[config.mk]
export PLATFORM = sky130hd
export DESIGN_NAME = sifhTop
export DESIGN_NICKNAME = d
export VERILOG_FILES = /design/src/rtl/sifhPkg.sv /design/src/rtl/sifhTop.sv /design/src/rtl/windowClassifier.sv /design/src/rtl/algebraicBlock.sv /design/src/rtl/peakScanner.sv /design/src/rtl/histAccumulator.sv /design/src/rtl/histMemArbiter.sv /design/src/rtl/histRam.sv
export VERILOG_INCLUDE_DIRS = /design/src /design/src/rtl
export SDC_FILE = /design/constraint.sdc
export NUM_CORES = 1
export LEC_CHECK = 0
export ABC_AREA = 1
export BUFFER_PORTS_ARGS = -buffer_cell sky130_fd_sc_hd__buf_2
export CORE_ASPECT_RATIO = 1.2
export CORE_MARGIN = 10
export CORE_UTILIZATION = 50
export CTS_CLUSTER_DIAMETER = 50
export DETAILED_ROUTE_END_ITERATION = 10
export PLACE_DENSITY_LB_ADDON = 0.2
export SLEW_MARGIN = 20
export SYNTH_ARGS = -nofsm -noshare
export SYNTH_HDL_FRONTEND = slang
export SYNTH_SLANG_ARGS = --single-unit
[constraint.sdc]
create_clock -name clk -period 7.15 [get_ports clk]
set_input_delay 1.43 -clock clk [delete_from_list [all_inputs] [get_ports clk]]
set_output_delay 1.43 -clock clk [all_outputs]
set_load 0.005 [all_outputs]
[src/rtl/sifh_params.svh]
`ifndef SIFH_PARAMS_SVH
`define SIFH_PARAMS_SVH

// bin index width, taken from the top of a sample
`define NB 4

// sample and threshold width
`define NP 8

// samples accumulated before a bank is scanned
`define FRAME_LEN 8

// bins in one bank
`define NBINS (1 << `NB)

// per-bin counter width, saturating
`define CNT_W 8

// half-span of the acceptance window
`define MARGIN ((1 << (`NB - 1)) + (1 << (`NB - 2)))

`endif
[src/rtl/sifhPkg.sv]
`include "sifh_params.svh"

package sifhPkg;

    // histogram bin number
    typedef logic [`NB - 1 : 0] binIdx_t;

    // count held in one bin
    typedef logic [`CNT_W - 1 : 0] binCnt_t;

    // sample or threshold value
    typedef logic [`NP - 1 : 0] pixVal_t;

    // bank select bit on top of the bin number
    typedef logic [`NB : 0] ramAddr_t;

    // bin on top, position inside the bin below
    typedef struct packed {
        binIdx_t                  bin;
        logic [`NP - `NB - 1 : 0] frac;
    } sampleFields_t;

    // one sample word, seen whole or split
    typedef union packed {
        pixVal_t       value;
        sampleFields_t fields;
    } sampleWord_u;

endpackage

[src/rtl/sifhTop.sv]
`timescale 1ns/1ps

module sifhTop import sifhPkg::*; (
    input  logic        clk,
    input  logic        reset,
    input  logic        sampleValid,
    input  sampleWord_u sample,
    output pixVal_t     thMinus,
    output pixVal_t     thPlus,
    output logic        algebraicReady,
    output logic        flagValid,
    output logic        inWindow,
    output logic        windowValid
);

    // accumulator side of the RAM port
    logic     accReq;
    logic     accWe;
    ramAddr_t accAddr;
    binCnt_t  accWdata;
    logic     accGrant;
    logic     accRvalid;
    // scanner side of the RAM port
    logic     scanReq;
    logic     scanWe;
    ramAddr_t scanAddr;
    binCnt_t  scanWdata;
    logic     scanGrant;
    logic     scanRvalid;
    // shared read data
    binCnt_t  rdata;
    logic     frameDone;
    logic     doneBank;
    logic     peakDone;
    binIdx_t  peakBin;

    histMemArbiter arbiter (
        .clk(clk), .reset(reset),
        .accReq(accReq), .accWe(accWe), .accAddr(accAddr), .accWdata(accWdata),
        .accGrant(accGrant), .accRvalid(accRvalid),
        .scanReq(scanReq), .scanWe(scanWe), .scanAddr(scanAddr), .scanWdata(scanWdata),
        .scanGrant(scanGrant), .scanRvalid(scanRvalid),
        .rdata(rdata)
    );

    // fill side, one bin increment per sample
    histAccumulator accumulator (
        .clk(clk), .reset(reset),
        .sampleValid(sampleValid), .sample(sample),
        .memReq(accReq), .memWe(accWe), .memAddr(accAddr), .memWdata(accWdata),
        .memGrant(accGrant), .memRvalid(accRvalid), .rdata(rdata),
        .frameDone(frameDone), .doneBank(doneBank)
    );

    // also clears both banks for 2*NBINS grants after reset
    peakScanner scanner (
        .clk(clk), .reset(reset),
        .frameDone(frameDone), .doneBank(doneBank),
        .memReq(scanReq), .memWe(scanWe), .memAddr(scanAddr), .memWdata(scanWdata),
        .memGrant(scanGrant), .memRvalid(scanRvalid), .rdata(rdata),
        .peakDone(peakDone), .peakBin(peakBin)
    );

    algebraicBlock algebra (
        .clk(clk), .reset(reset),
        .peakBin(peakBin), .peakDone(peakDone),
        .thMinus(thMinus), .thPlus(thPlus), .algebraicReady(algebraicReady)
    );

    // flags land one cycle after each strobe
    windowClassifier classifier (
        .clk(clk), .reset(reset),
        .sampleValid(sampleValid), .sample(sample),
        .thMinus(thMinus), .thPlus(thPlus), .algebraicReady(algebraicReady),
        .flagValid(flagValid), .inWindow(inWindow), .windowValid(windowValid)
    );

endmodule

[src/rtl/windowClassifier.sv]
`timescale 1ns/1ps

module windowClassifier import sifhPkg::*; (
    input  logic        clk,
    input  logic        reset,
    input  logic        sampleValid,
    input  sampleWord_u sample,
    input  pixVal_t     thMinus,
    input  pixVal_t     thPlus,
    input  logic        algebraicReady,
    output logic        flagValid,
    output logic        inWindow,
    output logic        windowValid
);

    // copy of the most recent window
    pixVal_t winMinus;
    pixVal_t winPlus;

    always_ff @(posedge clk) begin
        if (reset) begin
            flagValid   <= 1'b0;
            inWindow    <= 1'b0;
            windowValid <= 1'b0;
        end else begin
            flagValid <= sampleValid;
            // inclusive on both edges, 0 until a window exists
            inWindow  <= sampleValid && windowValid &&
                         (sample.value >= winMinus) && (sample.value <= winPlus);
            if (algebraicReady) begin
                windowValid <= 1'b1;
            end
        end
    end

    always_ff @(posedge clk) begin
        if (algebraicReady) begin
            winMinus <= thMinus;
            winPlus  <= thPlus;
        end
    end

    // a window from upstream is never inverted
    assert property (@(posedge clk) disable iff (reset) algebraicReady |-> thMinus <= thPlus)
        else $error("inverted window");

endmodule

[src/rtl/algebraicBlock.sv]
`timescale 1ns/1ps
`include "sifh_params.svh"

module algebraicBlock import sifhPkg::*; (
    input  logic    clk,
    input  logic    reset,
    input  binIdx_t peakBin,
    input  logic    peakDone,
    output pixVal_t thMinus,
    output pixVal_t thPlus,
    output logic    algebraicReady
);

    // half a bin width moves the centre into the middle of the bin
    localparam pixVal_t HALF_BIN = pixVal_t'(1 << (`NP - `NB - 1));
    localparam pixVal_t MARGIN_V = pixVal_t'(`MARGIN);
    localparam pixVal_t MAX_V    = '1;

    pixVal_t centre;
    pixVal_t lowEdge;
    pixVal_t highEdge;

    assign centre = {peakBin, {(`NP - `NB){1'b0}}} + HALF_BIN;

    // window keeps its full width at both ends of the range
    always_comb begin
        if (centre <= MARGIN_V) begin
            lowEdge  = '0;
            highEdge = MARGIN_V + MARGIN_V;
        end else if (centre >= MAX_V - MARGIN_V) begin
            highEdge = MAX_V;
            lowEdge  = MAX_V - MARGIN_V - MARGIN_V;
        end else begin
            lowEdge  = centre - MARGIN_V;
            highEdge = centre + MARGIN_V;
        end
    end

    always_ff @(posedge clk) begin
        if (reset) begin
            algebraicReady <= 1'b0;
        end else begin
            algebraicReady <= peakDone;
        end
    end

    always_ff @(posedge clk) begin
        if (peakDone) begin
            thMinus <= lowEdge;
            thPlus  <= highEdge;
        end
    end

    // scanner end marker is a single-cycle pulse
    assert property (@(posedge clk) disable iff (reset) peakDone |=> !peakDone)
        else $error("peakDone longer than one cycle");

endmodule

[src/rtl/peakScanner.sv]
`timescale 1ns/1ps

module peakScanner import sifhPkg::*; (
    input  logic     clk,
    input  logic     reset,
    input  logic     frameDone,
    input  logic     doneBank,
    output logic     memReq,
    output logic     memWe,
    output ramAddr_t memAddr,
    output binCnt_t  memWdata,
    input  logic     memGrant,
    input  logic     memRvalid,
    input  binCnt_t  rdata,
    output logic     peakDone,
    output binIdx_t  peakBin
);

    // fsm encoding, sweep clears both banks once after reset
    localparam logic [2:0] SWEEP = 3'd0;
    localparam logic [2:0] IDLE  = 3'd1;
    localparam logic [2:0] READ  = 3'd2;
    localparam logic [2:0] WAIT  = 3'd3;
    localparam logic [2:0] WRITE = 3'd4;

    logic [2:0] state;
    ramAddr_t   sweepAddr;
    binIdx_t    binIdx;
    // running maximum and where it was seen
    binCnt_t    maxCnt;
    binIdx_t    bestBin;

    // doneBank stays put for the whole scan
    always_comb begin
        memReq   = 1'b0;
        memWe    = 1'b0;
        memAddr  = {doneBank, binIdx};
        memWdata = '0;
        case (state)
            SWEEP: begin
                memReq  = 1'b1;
                memWe   = 1'b1;
                memAddr = sweepAddr;
            end
            READ: begin
                memReq = 1'b1;
            end
            // clear behind the read
            WRITE: begin
                memReq = 1'b1;
                memWe  = 1'b1;
            end
            default: begin
                memReq = 1'b0;
            end
        endcase
    end

    always_ff @(posedge clk) begin
        if (reset) begin
            state     <= SWEEP;
            sweepAddr <= '0;
            peakDone  <= 1'b0;
        end else begin
            peakDone <= 1'b0;
            case (state)
                SWEEP: begin
                    if (memGrant) begin
                        sweepAddr <= sweepAddr + 1'b1;
                        if (sweepAddr == '1) begin
                            state <= IDLE;
                        end
                    end
                end
                IDLE: begin
                    if (frameDone) begin
                        state <= READ;
                    end
                end
                READ: begin
                    if (memGrant) begin
                        state <= WAIT;
                    end
                end
                WAIT: begin
                    if (memRvalid) begin
                        state <= WRITE;
                    end
                end
                default: begin
                    if (memGrant) begin
                        if (binIdx == '1) begin
                            state    <= IDLE;
                            peakDone <= 1'b1;
                        end else begin
                            state <= READ;
                        end
                    end
                end
            endcase
        end
    end

    always_ff @(posedge clk) begin
        if (state == IDLE && frameDone) begin
            binIdx  <= '0;
            maxCnt  <= '0;
            bestBin <= '0;
        end
        // strictly greater, so a tie keeps the lower bin
        if (state == WAIT && memRvalid && rdata > maxCnt) begin
            maxCnt  <= rdata;
            bestBin <= binIdx;
        end
        if (state == WRITE && memGrant) begin
            binIdx <= binIdx + 1'b1;
            if (binIdx == '1) begin
                peakBin <= bestBin;
            end
        end
    end

    // next frame must not finish before this scan does
    assert property (@(posedge clk) disable iff (reset) frameDone |-> state == IDLE)
        else $error("frameDone during scan");

endmodule

[src/rtl/histAccumulator.sv]
`timescale 1ns/1ps
`include "sifh_params.svh"

module histAccumulator import sifhPkg::*; (
    input  logic        clk,
    input  logic        reset,
    input  logic        sampleValid,
    input  sampleWord_u sample,
    output logic        memReq,
    output logic        memWe,
    output ramAddr_t    memAddr,
    output binCnt_t     memWdata,
    input  logic        memGrant,
    input  logic        memRvalid,
    input  binCnt_t     rdata,
    output logic        frameDone,
    output logic        doneBank
);

    localparam int unsigned FCW = $clog2(`FRAME_LEN);

    // fsm encoding
    localparam logic [1:0] IDLE  = 2'd0;
    localparam logic [1:0] READ  = 2'd1;
    localparam logic [1:0] WAIT  = 2'd2;
    localparam logic [1:0] WRITE = 2'd3;

    logic [1:0]     state;
    // bank currently being filled
    logic           fillBank;
    binIdx_t        binReg;
    // incremented count waiting for its write slot
    binCnt_t        wrCnt;
    logic [FCW-1:0] frameCnt;

    always_comb begin
        memReq   = 1'b0;
        memWe    = 1'b0;
        memAddr  = {fillBank, binReg};
        memWdata = wrCnt;
        case (state)
            // read straight off the strobe, saves a cycle
            IDLE: begin
                memReq  = sampleValid;
                memAddr = {fillBank, sample.fields.bin};
            end
            READ: begin
                memReq = 1'b1;
            end
            WRITE: begin
                memReq = 1'b1;
                memWe  = 1'b1;
            end
            default: begin
                memReq = 1'b0;
            end
        endcase
    end

    always_ff @(posedge clk) begin
        if (reset) begin
            state     <= IDLE;
            fillBank  <= 1'b0;
            frameCnt  <= '0;
            frameDone <= 1'b0;
            doneBank  <= 1'b0;
        end else begin
            frameDone <= 1'b0;
            case (state)
                IDLE: begin
                    if (sampleValid) begin
                        state <= memGrant ? WAIT : READ;
                    end
                end
                READ: begin
                    if (memGrant) begin
                        state <= WAIT;
                    end
                end
                WAIT: begin
                    if (memRvalid) begin
                        state <= WRITE;
                    end
                end
                default: begin
                    if (memGrant) begin
                        state <= IDLE;
                        // last write of the frame, hand the bank over
                        if (frameCnt == FCW'(`FRAME_LEN - 1)) begin
                            frameCnt  <= '0;
                            frameDone <= 1'b1;
                            doneBank  <= fillBank;
                            fillBank  <= ~fillBank;
                        end else begin
                            frameCnt <= frameCnt + 1'b1;
                        end
                    end
                end
            endcase
        end
    end

    always_ff @(posedge clk) begin
        if (state == IDLE && sampleValid) begin
            binReg <= sample.fields.bin;
        end
        // saturate at counter max
        if (state == WAIT && memRvalid) begin
            wrCnt <= (rdata == '1) ? rdata : rdata + 1'b1;
        end
    end

    // source keeps samples at least 4 cycles apart
    assert property (@(posedge clk) disable iff (reset) sampleValid |-> state == IDLE)
        else $error("sample arrived while accumulator busy");

endmodule

[src/rtl/histMemArbiter.sv]
`timescale 1ns/1ps

module histMemArbiter import sifhPkg::*; (
    input  logic     clk,
    input  logic     reset,
    input  logic     accReq,
    input  logic     accWe,
    input  ramAddr_t accAddr,
    input  binCnt_t  accWdata,
    output logic     accGrant,
    output logic     accRvalid,
    input  logic     scanReq,
    input  logic     scanWe,
    input  ramAddr_t scanAddr,
    input  binCnt_t  scanWdata,
    output logic     scanGrant,
    output logic     scanRvalid,
    output binCnt_t  rdata
);

    // when 0 the accumulator wins a clash
    logic     rrPtr;
    // a read went to the RAM last cycle
    logic     rdPending;
    // who issued that read
    logic     rdOwnerScan;
    logic     ramWe;
    ramAddr_t ramAddr;
    binCnt_t  ramWdata;

    // a lone requester always wins
    assign accGrant  = accReq && (!scanReq || !rrPtr);
    assign scanGrant = scanReq && (!accReq || rrPtr);

    // forward the winner to the RAM
    always_comb begin
        if (scanGrant) begin
            ramWe    = scanWe;
            ramAddr  = scanAddr;
            ramWdata = scanWdata;
        end else begin
            ramWe    = accGrant && accWe;
            ramAddr  = accAddr;
            ramWdata = accWdata;
        end
    end

    always_ff @(posedge clk) begin
        if (reset) begin
            rrPtr       <= 1'b0;
            rdPending   <= 1'b0;
            rdOwnerScan <= 1'b0;
        end else begin
            // flip only when both wanted the port
            if (accReq && scanReq) begin
                rrPtr <= ~rrPtr;
            end
            rdPending   <= (accGrant && !accWe) || (scanGrant && !scanWe);
            rdOwnerScan <= scanGrant;
        end
    end

    // read data lands one cycle after the grant
    assign accRvalid  = rdPending && !rdOwnerScan;
    assign scanRvalid = rdPending && rdOwnerScan;

    histRam ram (
        .clk  (clk),
        .we   (ramWe),
        .addr (ramAddr),
        .wdata(ramWdata),
        .rdata(rdata)
    );

    // one owner of the port per cycle
    assert property (@(posedge clk) disable iff (reset) !(accGrant && scanGrant))
        else $error("both RAM grants high");

    // a waiting accumulator keeps its request and wins the next cycle
    assert property (@(posedge clk) disable iff (reset)
        (accReq && !accGrant) |=> accGrant)
        else $error("accumulator not granted after waiting");

endmodule

[src/rtl/histRam.sv]
`timescale 1ns/1ps
`include "sifh_params.svh"

module histRam import sifhPkg::*; (
    input  logic     clk,
    input  logic     we,
    input  ramAddr_t addr,
    input  binCnt_t  wdata,
    output binCnt_t  rdata
);

    // both banks in one array, bank bit is the address msb
    binCnt_t mem [2 * `NBINS];

    // single port
    // a write cycle still returns the old word on rdata
    always_ff @(posedge clk) begin
        if (we) begin
            mem[addr] <= wdata;
        end
        rdata <= mem[addr];
    end

endmodule

==> impl_metrics.csv <==
group,metric,value,unit
route,dr.pass1.iters,7,
route,num_vias,10300,
hold_path,min-delay-path-class,"register to register",
clock_network,cts_setup_buffers,0,
grt,overflow,0,
sta,post-route-min-period,4430,ps
grt,antenna_found_initial,0,
setup_path,cp-start-kind,"input port",
finish,drive_gt1_frac,0.0849,
synthesis,ys_ff_latch,344,
floorplanning,core,30300,µm²
setup_path,critPathMaxFanout,66,
setup_path,worstPathArrival,4560,ps
setup_path,critical_path_class,"input port to register",
sta,fin_skew,17.8,ps
setup_path,crit_required,7280,ps
grt,grt_use_total,0.184,
finish,post-route-util,0.555,
synthesis,postSynth.asyncResetShare,0,
clock_network,cts_resized,0,
route,routed_wl,35.3,mm
clock_network,cts.htree.levels,2,
setup_path,slowest_delay,800,ps
clock_network,numCtsBuffers,36,
sta,max_freq,226,MHz
job,max_cap_violations,0,
synthesis,synthCells,1512,
route,via_per_inst,5.27,
synthesis,syn-num-nets,1557,
setup_path,crit_path_end_kind,"register",
placement,io_buffers,30,
floorplanning,num_io_pins,31,
route,route.antenna.remaining_nets,0,
clock_network,path_clk_slew,60,ps
sta,finalHoldViolCount,0,
route,initialDrtViolationCount,920,
synthesis,yosysWarnings,0,
clock_network,cts_tree,"done",
clock_network,cts_hold_buf,0,
finish,num_antenna_cells,0,
setup_path,cp_cell_sequence,"buf_2 > nand2_2 > nand2_2 > nand3_4 > nand2_4 > nand3_2 > o21ai_4 > inv_2 > nand3_1 > nor2_1",
floorplanning,die-area,38000,µm²
finish,stdcell_area,16800,µm²
synthesis,synth_seq_area_share,0.655,
sta,rsz0062_at_grt,"no",
clock_network,cts.path.max_buffers,3,
grt,grt_pass1_wl,55.4,mm
placement,hpwl,22.6,mm
clock_network,root_buffer,"clkbuf_16",
sta,drv_slew,0,
outcome,status,"completed",
floorplanning,die_w,180,µm
floorplanning,rows,70,
finish,final_cells,1962,
synthesis,ys_types,44,
sta,slew_headroom,0.238,
clock_network,cts_sinks,344,
setup_path,path_common_cell,"nand2_2",
sta,tns,0,ps
placement,placedCellCount,1899,
route,post-route-drc-count,0,
synthesis,synth_ff_type,"edfxtp_1",
synthesis,synth_edf_count,312,
setup_path,cp_slowest_cell,"nand3_1",
sta,finalCritPeriodShare,0.619,
sta,worst_slew_pin_slew,1140,ps
grt,grt_max_degree,89,
route,post_drt_wl_per_cell,18.0,µm
placement,place_area,15700,µm²
finish,syn_to_final_growth,10.1,%
floorplanning,die_y,212,µm
sta,final-setup-viol-count,0,
synthesis,syn-cell-area,15300,µm²
placement,gp_congestion,0.878,
clock_network,clk_latency,510,ps
floorplanning,start_util,0.504,
finish,nNetsFinal,1586,
synthesis,syn_area_per_cell,10.1,µm²
grt,grt_pass1_vias,10100,
[layout by cell type, fill, tap and decap left out, drive strengths merged, types with 3 or more instances in the layout]
cell type    n
nand3       67
xor2         5
clkbuf      48
nor3         8
nand2      712
clkinv       9
ha          34
inv        101
o21ai       30
edfxtp     312
clkinvlp     3
buf         43
nor2       109
a21oi       32
dfxtp       32
[metal layers]
metal | track usage | up-vias | wire, µm
met5 | 0 | - | 0
met4 | 0.0748 | 0 | 1320
met3 | 0.0272 | 95 | 2110
met2 | 0.327 | 359 | 17900
met1 | 0.220 | 4877 | 14000
li1 | - | 5010 | -
[cell usage after synthesis (2+ instances only)]
cell type  number  area [µm²]
nand2_1       703        2640
edfxtp_1      312        9370
nor2_1        100         375
inv_1          91         342
nand3_1        61         305
ha_1           34         425
a21oi_1        32         160
dfxtp_1        32         641
o21ai_0        25         125
buf_2          22         110
buf_4          13        97.6
clkbuf_1        8        30.0
nor3_1          8        40.0
inv_2           7        26.3
nand2_2         7        43.8
buf_6           6        67.6
nand3_2         5        50.1
xor2_1          5        43.8
nor2_4          4        45.0
nor2_8          4        80.1
o21ai_1         3        15.0
a211oi_1        2        15.0
a31oi_1         2        12.5
buf_1           2        7.51
nand2_4         2        22.5
nand4_1         2        12.5
nor4_1          2        12.5
o211ai_1        2        15.0
[flip-flops by register name, indices dropped and copies added (netlist names), 4 cells and up]
| register | count |
|---|---|
| accumulator.binReg | 4 |
| accumulator.memWdata | 8 |
| algebra.thMinus | 5 |
| algebra.thPlus | 7 |
| arbiter.ram.mem | 256 |
| arbiter.ram.rdata | 8 |
| classifier.winMinus | 5 |
| classifier.winPlus | 7 |
| scanner.bestBin | 4 |
| scanner.binIdx | 4 |
| scanner.maxCnt | 8 |
| scanner.peakBin | 4 |
| scanner.sweepAddr | 5 |
[cells by family after synthesis]
group | synth area share
XOR/XNOR | 0.00344
AO/OA/AOI/OAI | 0.0274
flip-flops | 0.655
buffers and inverters | 0.0465
multiplexers | 0.000655
adder cells (fa/ha/maj) | 0.0278
AND/OR/NAND/NOR | 0.239
[worst max-delay path: cells and delay by family]
kind / cells / cell delay (ps)
buffers and inverters: 2 / 900
AND/OR/NAND/NOR: 7 / 2100
AO/OA/AOI/OAI: 1 / 60
[worst paths after layout]
kind	startpoint	end	slack (ps)	cells after the start
max	sampleValid	arbiter.ram.mem[19][4]	2720	10
min	scanner.bestBin[3]	scanner.peakBin[3]	420	0
max reg2reg	accumulator.state[1]	arbiter.ram.mem[19][4]	2890	11
min reg2reg	scanner.bestBin[3]	scanner.peakBin[3]	420	0
[metrics by stage]
| stage | setup slack [ps] | hold slack [ps] |
|---|---|---|
| floorplan | 3790 | 400 |
| global placement | 2350 | 402 |
| detailed placement | 2260 | 405 |
| CTS | 2770 | 420 |
| global route | 2510 | 424 |
| finish | 2720 | 419 |
[cell type report]
type,instances,area (µm²)
well taps,396,495
clock buffers,48,967
clock inverters,15,130
multi-input cells,1016,4600
fillers,2647,13500
flip-flops and latches,344,10000
repair buffers,43,248
inverters,100,383
Power is not shown: default switching activity piles up to over one toggle a cycle in this logic, so the estimate is an artifact.
